## src/hdl/spi_cmd_defs.svh

```systemverilog
`ifndef SPI_CMD_DEFS_SVH
`define SPI_CMD_DEFS_SVH

// frame widths on the wire
`define SPI_CMD_W 56
`define SPI_RSP_W 48

// field widths inside the frames
`define SPI_OP_W 8
`define SPI_ADDR_W 16
`define SPI_DATA_W 32

// register bank size
`define SPI_NUM_REGS 16

// value returned by the ID opcode
`define SPI_DEVICE_ID 32'h5C3D_0A17

`endif
```

## src/hdl/spi_cmd_pkg.sv

```systemverilog
`include "spi_cmd_defs.svh"

package spi_cmd_pkg;

    // command opcodes, first byte of the frame
    typedef enum logic [`SPI_OP_W-1:0] {
        NOP   = 8'h00,
        WRITE = 8'h01,
        READ  = 8'h02,
        ADD   = 8'h03,
        ID    = 8'h0F
    } opcode_e;

    // response status, first byte of the response
    typedef enum logic [7:0] {
        OK         = 8'h00,
        BAD_OPCODE = 8'h01,
        BAD_ADDR   = 8'h02
    } status_e;

    typedef enum logic {
        IDLE,
        RESPOND
    } exec_state_e;

    // 56 bit command, MSB first on MOSI
    typedef struct packed {
        opcode_e                 opcode;
        logic [`SPI_ADDR_W-1:0]  addr;
        logic [`SPI_DATA_W-1:0]  data;
    } cmd_t;

    // 48 bit response, MSB first on MISO
    typedef struct packed {
        status_e                 status;
        logic [`SPI_OP_W-1:0]    opcode;
        logic [`SPI_DATA_W-1:0]  data;
    } rsp_t;

endpackage

```

## src/hdl/spi_cmd_top.sv

```systemverilog
`timescale 1ns/1ps

module spi_cmd_top (
    input  logic clk,
    input  logic nrst,
    input  logic spi_clk,
    input  logic spi_ss,
    input  logic spi_mosi,
    output logic spi_miso
);

    spi_cmd_pkg::cmd_t cmd;
    logic              cmd_valid;
    spi_cmd_pkg::rsp_t rsp;
    logic              rsp_valid;

    // SPI pins in, command out, response back for the next frame
    spi_iff spi_iff_inst (
        .clk       (clk),
        .nrst      (nrst),
        .spi_clk   (spi_clk),
        .spi_ss    (spi_ss),
        .spi_mosi  (spi_mosi),
        .spi_miso  (spi_miso),
        .cmd       (cmd),
        .cmd_valid (cmd_valid),
        .rsp       (rsp),
        .rsp_valid (rsp_valid)
    );

    // one cycle turnaround
    cmd_exec cmd_exec_inst (
        .clk       (clk),
        .nrst      (nrst),
        .cmd       (cmd),
        .cmd_valid (cmd_valid),
        .rsp       (rsp),
        .rsp_valid (rsp_valid)
    );

endmodule

```

## src/hdl/cmd_exec.sv

```systemverilog
`timescale 1ns/1ps
`include "spi_cmd_defs.svh"

module cmd_exec (
    input  logic              clk,
    input  logic              nrst,
    input  spi_cmd_pkg::cmd_t cmd,
    input  logic              cmd_valid,
    output spi_cmd_pkg::rsp_t rsp,
    output logic              rsp_valid
);

    localparam int AW = $clog2(`SPI_NUM_REGS);

    spi_cmd_pkg::exec_state_e state, state_nxt;

    logic [`SPI_DATA_W-1:0] regs [`SPI_NUM_REGS];

    logic [AW-1:0]          idx;
    logic                   addr_ok;
    logic [`SPI_DATA_W-1:0] cur_val;
    logic [`SPI_DATA_W-1:0] sum_val;

    spi_cmd_pkg::status_e   status;
    logic [`SPI_DATA_W-1:0] rsp_data;
    logic                   wr_en;
    logic [`SPI_DATA_W-1:0] wr_data;

    // ##################################################################
    // decode
    // ##################################################################

    assign idx     = cmd.addr[AW-1:0];
    assign addr_ok = (cmd.addr < `SPI_NUM_REGS);
    assign cur_val = regs[idx];
    // wraps at 32 bits
    assign sum_val = cur_val + cmd.data;

    // address range only matters for the register opcodes
    always_comb begin
        status   = spi_cmd_pkg::OK;
        rsp_data = '0;
        wr_en    = 1'b0;
        wr_data  = cmd.data;
        case (cmd.opcode)
            spi_cmd_pkg::NOP: begin
                rsp_data = '0;
            end
            spi_cmd_pkg::WRITE: begin
                if (!addr_ok) begin
                    status = spi_cmd_pkg::BAD_ADDR;
                end else begin
                    wr_en    = 1'b1;
                    rsp_data = cmd.data;
                end
            end
            spi_cmd_pkg::READ: begin
                if (!addr_ok) begin
                    status = spi_cmd_pkg::BAD_ADDR;
                end else begin
                    rsp_data = cur_val;
                end
            end
            spi_cmd_pkg::ADD: begin
                if (!addr_ok) begin
                    status = spi_cmd_pkg::BAD_ADDR;
                end else begin
                    wr_en    = 1'b1;
                    wr_data  = sum_val;
                    rsp_data = sum_val;
                end
            end
            spi_cmd_pkg::ID: begin
                rsp_data = `SPI_DEVICE_ID;
            end
            default: begin
                status = spi_cmd_pkg::BAD_OPCODE;
            end
        endcase
    end

    // ##################################################################
    // state machine and register bank
    // ##################################################################

    always_comb begin
        state_nxt = state;
        case (state)
            spi_cmd_pkg::IDLE: begin
                if (cmd_valid) begin
                    state_nxt = spi_cmd_pkg::RESPOND;
                end
            end
            spi_cmd_pkg::RESPOND: begin
                state_nxt = cmd_valid ? spi_cmd_pkg::RESPOND : spi_cmd_pkg::IDLE;
            end
            default: begin
                state_nxt = spi_cmd_pkg::IDLE;
            end
        endcase
    end

    always_ff @(posedge clk or negedge nrst) begin
        if (!nrst) begin
            state <= spi_cmd_pkg::IDLE;
        end else begin
            state <= state_nxt;
        end
    end

    always_ff @(posedge clk or negedge nrst) begin
        if (!nrst) begin
            for (int i = 0; i < `SPI_NUM_REGS; i++) begin
                regs[i] <= '0;
            end
        end else if (cmd_valid && wr_en) begin
            regs[idx] <= wr_data;
        end
    end

    // response built while the command is on the input
    always_ff @(posedge clk) begin
        if (cmd_valid) begin
            rsp.status <= status;
            rsp.opcode <= cmd.opcode;
            rsp.data   <= rsp_data;
        end
    end

    assign rsp_valid = (state == spi_cmd_pkg::RESPOND);

endmodule

```

## src/hdl/spi_iff.sv

```systemverilog
`timescale 1ns/1ps
`include "spi_cmd_defs.svh"

module spi_iff (
    input  logic              clk,
    input  logic              nrst,
    input  logic              spi_clk,
    input  logic              spi_ss,
    input  logic              spi_mosi,
    output logic              spi_miso,
    output spi_cmd_pkg::cmd_t cmd,
    output logic              cmd_valid,
    input  spi_cmd_pkg::rsp_t rsp,
    input  logic              rsp_valid
);

    logic sync_sck, sync_ss, sync_mosi;
    logic last_sck, last_ss;
    logic posedge_sck, negedge_sck, posedge_ss, negedge_ss;

    logic [`SPI_CMD_W-1:0] rx_reg;
    logic [`SPI_RSP_W-1:0] tx_reg;
    spi_cmd_pkg::rsp_t     pend_rsp;

    // ##################################################################
    // pin synchronization and edge detection
    // ##################################################################

    sync_sig #(.reset_val(1'b0)) sync_sck_inst (
        .clk     (clk),
        .nrst    (nrst),
        .in_sig  (spi_clk),
        .out_sig (sync_sck)
    );

    sync_sig #(.reset_val(1'b1)) sync_ss_inst (
        .clk     (clk),
        .nrst    (nrst),
        .in_sig  (spi_ss),
        .out_sig (sync_ss)
    );

    sync_sig #(.reset_val(1'b0)) sync_mosi_inst (
        .clk     (clk),
        .nrst    (nrst),
        .in_sig  (spi_mosi),
        .out_sig (sync_mosi)
    );

    always_ff @(posedge clk or negedge nrst) begin
        if (!nrst) begin
            last_sck <= 1'b0;
            last_ss  <= 1'b1;
        end else begin
            last_sck <= sync_sck;
            last_ss  <= sync_ss;
        end
    end

    // sck edges only count inside a frame
    assign posedge_sck = sync_sck & ~last_sck & ~sync_ss;
    assign negedge_sck = ~sync_sck & last_sck & ~sync_ss;
    assign posedge_ss  = sync_ss & ~last_ss;
    assign negedge_ss  = ~sync_ss & last_ss;

    // ##################################################################
    // receive side
    // ##################################################################

    always_ff @(posedge clk or negedge nrst) begin
        if (!nrst) begin
            rx_reg <= '0;
        end else if (negedge_ss) begin
            rx_reg <= '0;
        end else if (posedge_sck) begin
            rx_reg <= {rx_reg[`SPI_CMD_W-2:0], sync_mosi};
        end
    end

    always_ff @(posedge clk or negedge nrst) begin
        if (!nrst) begin
            cmd_valid <= 1'b0;
        end else begin
            cmd_valid <= posedge_ss;
        end
    end

    // command word captured as ss goes back high
    always_ff @(posedge clk) begin
        if (posedge_ss) begin
            cmd <= spi_cmd_pkg::cmd_t'(rx_reg);
        end
    end

    // ##################################################################
    // transmit side
    // ##################################################################

    // latest executor result, sent during the next frame
    always_ff @(posedge clk or negedge nrst) begin
        if (!nrst) begin
            pend_rsp <= '0;
        end else if (rsp_valid) begin
            pend_rsp <= rsp;
        end
    end

    // MSB goes out at frame start, the rest on each falling sck
    always_ff @(posedge clk or negedge nrst) begin
        if (!nrst) begin
            tx_reg   <= '0;
            spi_miso <= 1'b1;
        end else if (negedge_ss) begin
            tx_reg   <= {pend_rsp[`SPI_RSP_W-2:0], 1'b0};
            spi_miso <= pend_rsp[`SPI_RSP_W-1];
        end else if (posedge_ss) begin
            spi_miso <= 1'b1;
        end else if (negedge_sck) begin
            tx_reg   <= {tx_reg[`SPI_RSP_W-2:0], 1'b0};
            spi_miso <= tx_reg[`SPI_RSP_W-1];
        end
    end

endmodule

```

## src/hdl/sync_sig.sv

```systemverilog
`timescale 1ns/1ps

module sync_sig #(
    // idle level of the sampled pin
    parameter logic reset_val = 1'b0
) (
    input  logic clk,
    input  logic nrst,
    input  logic in_sig,
    output logic out_sig
);

    logic meta;

    // two stages before anything looks at the pin
    always_ff @(posedge clk or negedge nrst) begin
        if (!nrst) begin
            meta    <= reset_val;
            out_sig <= reset_val;
        end else begin
            meta    <= in_sig;
            out_sig <= meta;
        end
    end

endmodule

```

## config.mk

```make
export PLATFORM = sky130hd
export DESIGN_NAME = spi_cmd_top
export DESIGN_NICKNAME = d
export VERILOG_FILES = /design/src/hdl/spi_cmd_pkg.sv /design/src/hdl/spi_cmd_top.sv /design/src/hdl/cmd_exec.sv /design/src/hdl/spi_iff.sv /design/src/hdl/sync_sig.sv
export VERILOG_INCLUDE_DIRS = /design/src /design/src/hdl
export SDC_FILE = /design/constraint.sdc
export NUM_CORES = 1
export LEC_CHECK = 0
export CORE_UTILIZATION = 60
export CTS_BUF_LIST = sky130_fd_sc_hd__clkbuf_4
export DETAILED_ROUTE_END_ITERATION = 6
export DONT_BUFFER_PORTS = 1
export PLACE_DENSITY_LB_ADDON = 0.12
export SKIP_CTS_REPAIR_TIMING = 1
export SLEW_MARGIN = 20
export SYNTH_ARGS = -nofsm -noshare
export SYNTH_HDL_FRONTEND = slang
export SYNTH_SLANG_ARGS = --single-unit
```

## constraint.sdc

```tcl
create_clock -name clk -period 10.9 [get_ports clk]
set_clock_uncertainty 0.2 [all_clocks]
set_input_delay 0 -clock clk [delete_from_list [all_inputs] [get_ports clk]]
set_output_delay 0 -clock clk [all_outputs]
set_load 0.05 [all_outputs]
```

==> impl_metrics.csv, run 1 <==
group,metric,value,unit
floorplanning,core,56500,um^2
clock_network,cts_max_path_buffers,3,
logic_synthesis,synth_top_area_share,48.4,%
drt,first_pass_iters,6,
timing,setup_viol,0,
timing,rsz0062_at_grt,"false",
timing,finalCritPeriodShare,57.4,%
global_route,grt_start_max_net_pins,669,
power_and_ir_drop,seqPwrFrac,53.3,%
logic_synthesis,yosys-top-cells-area,"sky130_fd_sc_hd__dfrtp_1, sky130_fd_sc_hd__mux4_2, sky130_fd_sc_hd__edfxtp_1",
power_and_ir_drop,pwr-share-clk,42.6,%
logic_synthesis,synth_top_cell_by_area,"sky130_fd_sc_hd__dfrtp_1",
logic_synthesis,synthArstFlopShare,87.2,%
logic_synthesis,synth_cell_types,80,
cells_and_area,most_frequent_cells_in_the_layout,"sky130_fd_sc_hd__dfrtp_1, sky130_fd_sc_hd__nand2_1, sky130_fd_sc_hd__o21ai_0, sky130_fd_sc_hd__clkbuf_4, sky130_fd_sc_hd__a21oi_1",
timing,actual_slew_at_the_worst_max_slew_pin,1.81,ns
logic_synthesis,yosysWarnings,0,
place,port_buffers,0,
status,result_of_the_run,"finished, violations left",
clock_network,clockRootBuffer,"sky130_fd_sc_hd__clkbuf_4",
power_and_ir_drop,combPwrFrac,4.1,%
clock_network,clock_sink_count,766,
flow_run,drv.max_cap_violation_count,0,
timing,fin_ws,4.65,ns
setup_path,cp-startpoint,"spi_iff_inst.cmd[32]$_DFFE_PP_",
place,place_hpwl,49.0,mm
floorplanning,floorplan.die_area,58100,um^2
place,place_congestion,0.904,
floorplanning,floorplan.initialDensity,60.7,%
clock_network,cts_tree,"built",
global_route,grt_pass1_vias,23900,
drt,avgViaCountPerCell,6.04,
drt,drc_violation_count_after_routing,0,
power_and_ir_drop,internal,4.36,mW
cells_and_area,ff_latch_area,19700,um^2
floorplanning,boundaryPins,6,
timing,timing.max_slew.rel_slack,-20.6,%
timing,final_worst_path_period_need,6.25,ns
power_and_ir_drop,power_switching_share,23.5,%
logic_synthesis,synthesis.area_per_instance,11.6,um^2
floorplanning,chipHeight,241,um
setup_path,required,11.54,ns
hold_path,hold_path.class,"input pin to async pin",
global_route,busiest_layer,"met2",
cells_and_area,area.growth.synth_to_final,8.95,%
timing,clock.fmax,160,MHz
setup_path,crit_fanout,50,
global_route,overflow,0,
timing,drv_slew,213,
logic_synthesis,synth_sequential_area_ratio,57.3,%
timing,whs,-1.53,ns
status,failed_checks,"hold timing, slew limit",
setup_path,crit_path_category,"flop to flop",
logic_synthesis,synth_edf_count,98,
drt,drt.antenna.violating_nets,0,
drt,routed-via-count,23500,
clock_network,clock_tree.htree_level_count,4,
cells_and_area,multi_input_comb_area,13700,um^2
drt,dr.first_iter.drc_count,1893,
setup_path,reg2reg_depth,13,
power_and_ir_drop,vdd_ir_drop_max,0.113,mV
floorplanning,fp.dieW,241,um
global_route,grtUsageMet2,47.5,%
setup_path,critical_path_arrival,6.89,ns
timing,final.setup.tns,0,ns
timing,timing_hold_violations_final,668,
setup_path,worst_setup_path_start_kind,"flop",
drt,route.final.wire_length,82.7,mm
logic_synthesis,synthesis.nets,3009,
global_route,grt_antenna_before_repair,3,
cells_and_area,utilization,66.2,%
power_and_ir_drop,power_leakage,16.3,nW
cells_and_area,nFillCells,4309,
setup_path,rr_startpoint,"spi_iff_inst.cmd[32]$_DFFE_PP_",
clock_network,cts_inserted_buffers,190,
clock_network,clk_pin_slew,0.07,ns
global_route,global_route.usage.met3,6.26,%
logic_synthesis,yosys_register_bits,766,
logic_synthesis,post_synth_instance_area,34300,um^2
power_and_ir_drop,cellPowerDensity,152,nW/um^2
cells_and_area,drive_above_1_share,21.0,%
cells_and_area,commonest_non_fill_non_tap_cell_in_the_layout,"sky130_fd_sc_hd__dfrtp_1",
power_and_ir_drop,power_switching,1.34,mW
place,pre_cts_slack,4.58,ns
setup_path,cp_endpoint_kind,"flop",
cells_and_area,nNetsFinal,3031,
floorplanning,rows,87,
global_route,groute.layer.met1.usage,39.9,%
cells_and_area,max_ffs_per_register,512,
logic_synthesis,ys_dominant_reg_cell,"sky130_fd_sc_hd__dfrtp_1",
logic_synthesis,synthesis.instances,2970,
global_route,track_usage,29.7,%
global_route,grt_pass1_wl,131,mm
clock_network,worstSkewPairLatency,1.05,ns
drt,routed_wire_length_per_instance,21.2,um
-- cell usage after synthesis, types with 5 or more instances --
cell                       instances
sky130_fd_sc_hd__buf_2            61
sky130_fd_sc_hd__and2_1            7
sky130_fd_sc_hd__a21oi_1         211
sky130_fd_sc_hd__nor3_1            9
sky130_fd_sc_hd__a22oi_1          32
sky130_fd_sc_hd__o31ai_1          19
sky130_fd_sc_hd__nand2_1         524
sky130_fd_sc_hd__a211oi_1          9
sky130_fd_sc_hd__and3_1           10
sky130_fd_sc_hd__a31oi_1          32
sky130_fd_sc_hd__edfxtp_1         98
sky130_fd_sc_hd__nand2b_1         10
sky130_fd_sc_hd__mux2i_1          52
sky130_fd_sc_hd__o211ai_1         14
sky130_fd_sc_hd__o21ai_0         367
sky130_fd_sc_hd__dfrtp_1         664
sky130_fd_sc_hd__nand3_1           5
sky130_fd_sc_hd__nor4_1            8
sky130_fd_sc_hd__inv_1            14
sky130_fd_sc_hd__a21oi_2          13
sky130_fd_sc_hd__a21o_1           19
sky130_fd_sc_hd__xnor2_1          17
sky130_fd_sc_hd__mux4_2          159
sky130_fd_sc_hd__mux2_2           75
sky130_fd_sc_hd__nand4_1          21
sky130_fd_sc_hd__o21bai_1         13
sky130_fd_sc_hd__nor2b_1           7
sky130_fd_sc_hd__ha_1             33
sky130_fd_sc_hd__nor2_1          197
sky130_fd_sc_hd__o21ai_1          21
sky130_fd_sc_hd__clkbuf_1        151
sky130_fd_sc_hd__buf_1            17
-- power by group through the flow --
stage	Sequential (mW)	Combinational [mW]	Clock (mW)
finish	3.04	0.232	2.43
global route	3.04	0.257	2.64
CTS	3.04	0.231	2.49
detailed placement	3.09	0.231	0
global placement	3.09	0.222	0
floorplan	3.07	0.182	0
-- worst paths after layout --
path | slack [ns] | to
worst max-delay path | 4.65 | cmd_exec_inst.regs[156]$_DFFE_PN0P_
worst min-delay path | -1.53 | cmd_exec_inst.regs[253]$_DFFE_PN0P_
worst max register to register | 4.65 | cmd_exec_inst.regs[156]$_DFFE_PN0P_
worst min register to register | 0.16 | spi_iff_inst.sync_sck_inst.out_sig$_DFF_PN0_
max in group asynchronous | 10.57 | cmd_exec_inst.regs[34]$_DFFE_PN0P_
min in group clk | 0.16 | spi_iff_inst.sync_sck_inst.out_sig$_DFF_PN0_
-- worst max-delay path, cell delays in order (launching register included) --
cell and delay, ns:
sky130_fd_sc_hd__edfxtp_1 0.35, sky130_fd_sc_hd__buf_4 0.47, sky130_fd_sc_hd__buf_4 0.85, sky130_fd_sc_hd__mux4_2 0.61, sky130_fd_sc_hd__mux4_2 0.50, sky130_fd_sc_hd__ha_1 0.36
sky130_fd_sc_hd__a211oi_1 0.32, sky130_fd_sc_hd__o21ai_1 0.15, sky130_fd_sc_hd__a22o_1 0.32, sky130_fd_sc_hd__nor3_1 0.27, sky130_fd_sc_hd__o21ai_0 0.26, sky130_fd_sc_hd__a31o_2 0.34
sky130_fd_sc_hd__a221oi_4 0.79, sky130_fd_sc_hd__a21oi_1 0.18
-- per-stage QoR --
stage	power [mW]	instances	cell area (um^2)	hold WS, ns
after floorplan	3.25	2970	34300	-0.496
after CTS	5.76	3882	37200	-1.62
final	5.69	3899	37400	-1.53
after global placement	3.31	3547	34800	-0.473
after detailed placement	3.32	3547	34800	-0.470
after global routing	5.94	3896	37400	-1.59
-- cell type report --
cell class / instances / share of cell area, %
Antenna cell: 8 / 0.0536
Sequential cell: 766 / 52.6
Multi-Input combinational cell: 1951 / 36.6
Tap cell: 756 / 2.53
Clock buffer: 277 / 5.56
Inverter: 14 / 0.141
Clock inverter: 58 / 1.04
Timing Repair Buffer: 69 / 1.48
-- routing by layer --
metal  wire length, um  up-vias
met1             34700    11800
li1                  -    10800
met5                13        -
met4              2200        2
met3              5720      183
met2             40100      798
-- logic make-up after synthesis --
family	share of synthesized area, %
compound gates	13.1
xor+xnor	0.536
fa+ha+maj	1.26
buf+inv	3.16
flops	57.3
mux	14.5
simple gates	10.1
Note: power is estimated with default switching activity, not from simulation.
==> inputs of run 2 (changes only) <==
- clock period: 10.9 -> 5.9 ns (I/O delays scaled with it)
==> run 2 against run 1 <==
Net effect: the flow still finishes with violations (hold timing, slew limit); wire length is 1.4% higher; flip-flop and latch count stayed put; count of clock-buffer cells in the layout is 26 higher; clock power is 87% higher; register-to-register slack worse by 4.0 ns; power is 86% higher; fmax is 18% higher; sequential power is 85% higher; hold slack better by 0.0033 ns; final area is 0.57% higher; final cell count is 0.51% higher; setup slack worse by 4.0 ns; critical path type unchanged; critical endpoint is now cmd_exec_inst.regs[285]$_DFFE_PN0P_; highest routed layer unchanged.
==> impl_metrics.csv, run 2 (synthesis gave the netlist of run 1 again) <==
group,metric,value,unit
status,result_of_the_run,"finished, violations left",
status,failed_checks,"hold timing, slew limit",
clock_network,worstSkewPairLatency,1.06,ns
global_route,track_usage,30.5,%
floorplanning,floorplan.initialDensity,60.7,%
power_and_ir_drop,power_switching_share,23.3,%
clock_network,clock_sink_count,766,
place,place_hpwl,50.3,mm
clock_network,cts_max_path_buffers,3,
setup_path,critical_path_arrival,6.06,ns
drt,drt.antenna.violating_nets,0,
floorplanning,chipHeight,241,um
clock_network,cts_inserted_buffers,195,
setup_path,crit_fanout,39,
timing,clock.fmax,189,MHz
drt,dr.first_iter.drc_count,1882,
floorplanning,boundaryPins,6,
power_and_ir_drop,power_switching,2.47,mW
timing,rsz0062_at_grt,"false",
drt,drc_violation_count_after_routing,0,
cells_and_area,nFillCells,4282,
timing,drv_slew,511,
place,port_buffers,0,
timing,setup_viol,0,
global_route,grt_antenna_before_repair,3,
flow_run,drv.max_cap_violation_count,0,
setup_path,critical_path.n_buffers_inverters,2,
setup_path,worst_path_max_delay_cell,"sky130_fd_sc_hd__o31ai_4",
setup_path,setup.worst_path.end,"cmd_exec_inst.regs[285]$_DFFE_PN0P_",
power_and_ir_drop,seqPwrFrac,53.0,%
power_and_ir_drop,power,10.6,mW
cells_and_area,final_std_cells_w_o_fill,3919,
cells_and_area,drive_above_1_share,22.0,%
place,place_congestion,0.911,
global_route,grt_pass1_vias,24100,
setup_path,rr_endpoint,"cmd_exec_inst.regs[285]$_DFFE_PN0P_",
cells_and_area,utilization,66.5,%
setup_path,path_delay_family,"compound AO/OA/AOI/OAI gates",
power_and_ir_drop,internal,8.14,mW
setup_path,cp_endpoint_kind,"flop",
clock_network,clock_tree.htree_level_count,4,
global_route,overflow,0,
global_route,grt_pass1_wl,134,mm
timing,whs,-1.52,ns
cells_and_area,multi_input_comb_area,13600,um^2
place,pre_cts_slack,0.664,ns
power_and_ir_drop,cellPowerDensity,282,nW/um^2
cells_and_area,most_frequent_cells_in_the_layout,"sky130_fd_sc_hd__dfrtp_1, sky130_fd_sc_hd__nand2_1, sky130_fd_sc_hd__o21ai_0, sky130_fd_sc_hd__clkbuf_4, sky130_fd_sc_hd__a21oi_1",
cells_and_area,ff_latch_area,19700,um^2
power_and_ir_drop,pwr-share-clk,42.9,%
floorplanning,rows,87,
clock_network,cts_tree,"built",
floorplanning,fp.dieW,241,um
setup_path,worst_setup_path_start_kind,"flop",
timing,timing_hold_violations_final,664,
setup_path,reg2reg_depth,13,
setup_path,reg_to_reg_setup_timing_slack,0.60,ns
timing,actual_slew_at_the_worst_max_slew_pin,3.23,ns
drt,first_pass_iters,6,
power_and_ir_drop,power_leakage,16.4,nW
timing,finalCritPeriodShare,89.8,%
floorplanning,floorplan.die_area,58100,um^2
cells_and_area,area.growth.synth_to_final,9.57,%
power_and_ir_drop,combPwrFrac,4.1,%
timing,final.setup.tns,0,ns
cells_and_area,max_ffs_per_register,512,
drt,route.final.wire_length,83.9,mm
floorplanning,core,56500,um^2
timing,timing.max_slew.rel_slack,-115,%
setup_path,required,6.66,ns
cells_and_area,commonest_non_fill_non_tap_cell_in_the_layout,"sky130_fd_sc_hd__dfrtp_1",
drt,routed-via-count,23600,
setup_path,cp-startpoint,"spi_iff_inst.cmd[32]$_DFFE_PP_",
place,placed_cell_count,3564,
global_route,grt_start_max_net_pins,669,
drt,routed_wire_length_per_instance,21.4,um
drt,avgViaCountPerCell,6.03,
power_and_ir_drop,vdd_ir_drop_max,0.184,mV
setup_path,maximum_single_stage_delay_on_the_critical_path,0.63,ns
clock_network,clockRootBuffer,"sky130_fd_sc_hd__clkbuf_4",
setup_path,worstSetupPathDepth,13,
setup_path,crit_path_category,"flop to flop",
timing,fin_ws,0.600,ns
cells_and_area,nNetsFinal,3053,
clock_network,clk_pin_slew,0.07,ns
hold_path,hold_path.class,"input pin to async pin",
timing,final_worst_path_period_need,5.30,ns
setup_path,critical_path.cell_chain,"buf_12 > buf_12 > mux4_2 > mux4_2 > ha_1 > a21oi_1 > o21ai_0 > a2111oi_4 > nor2_1 > o211ai_1 > a21oi_1 > o31ai_4 > mux2_2",
setup_path,rr_startpoint,"spi_iff_inst.cmd[32]$_DFFE_PP_",
==> run 2: how the worst min path moves through the flow <==
stage                                          endpoint  slack (ns)  startpoint  depth (start not counted)
floorplan             cmd_exec_inst.regs[0]$_DFFE_PN0P_       -0.50        nrst                          0
global placement    cmd_exec_inst.regs[349]$_DFFE_PN0P_       -0.47        nrst                          0
detailed placement  cmd_exec_inst.regs[348]$_DFFE_PN0P_       -0.48        nrst                          0
CTS                 cmd_exec_inst.regs[349]$_DFFE_PN0P_       -1.62        nrst                          0
global route        cmd_exec_inst.regs[381]$_DFFE_PN0P_       -1.61        nrst                          0
finish              cmd_exec_inst.regs[349]$_DFFE_PN0P_       -1.52        nrst                          0
==> run 2: metrics by stage <==
stage | hold WS, ns | cell area, um^2
after floorplan | -0.496 | 34300
after global placement | -0.470 | 35000
after detailed placement | -0.475 | 35000
after CTS | -1.62 | 37500
after global routing | -1.61 | 37600
final | -1.52 | 37600
==> run 2: layer usage <==
layer / vias up / GRT usage, % / routed length (um)
li1: 10800 / - / -
met1: 11900 / 41.5 / 35500
met2: 789 / 48.4 / 40400
met3: 134 / 6.33 / 6000
met4: 2 / 12.1 / 1990
met5: - / 0 / 13
==> run 2: cell type report <==
type                    instances  area share [%]
clock buffers                 303            6.05
repair buffers                 86            2.01
multi-input cells            1951            36.3
clock inverters                38           0.632
diodes                          5          0.0333
flip-flops and latches        766            52.3
well taps                     756            2.52
inverters                      14           0.140
==> run 2: power by group through the flow <==
stage / combinational, mW / sequential (mW) / clock (mW)
after global routing: 0.479 / 5.63 / 4.95
after CTS: 0.431 / 5.62 / 4.67
after detailed placement: 0.431 / 5.72 / 0
final: 0.432 / 5.62 / 4.55
after floorplan: 0.336 / 5.67 / 0
after global placement: 0.419 / 5.71 / 0
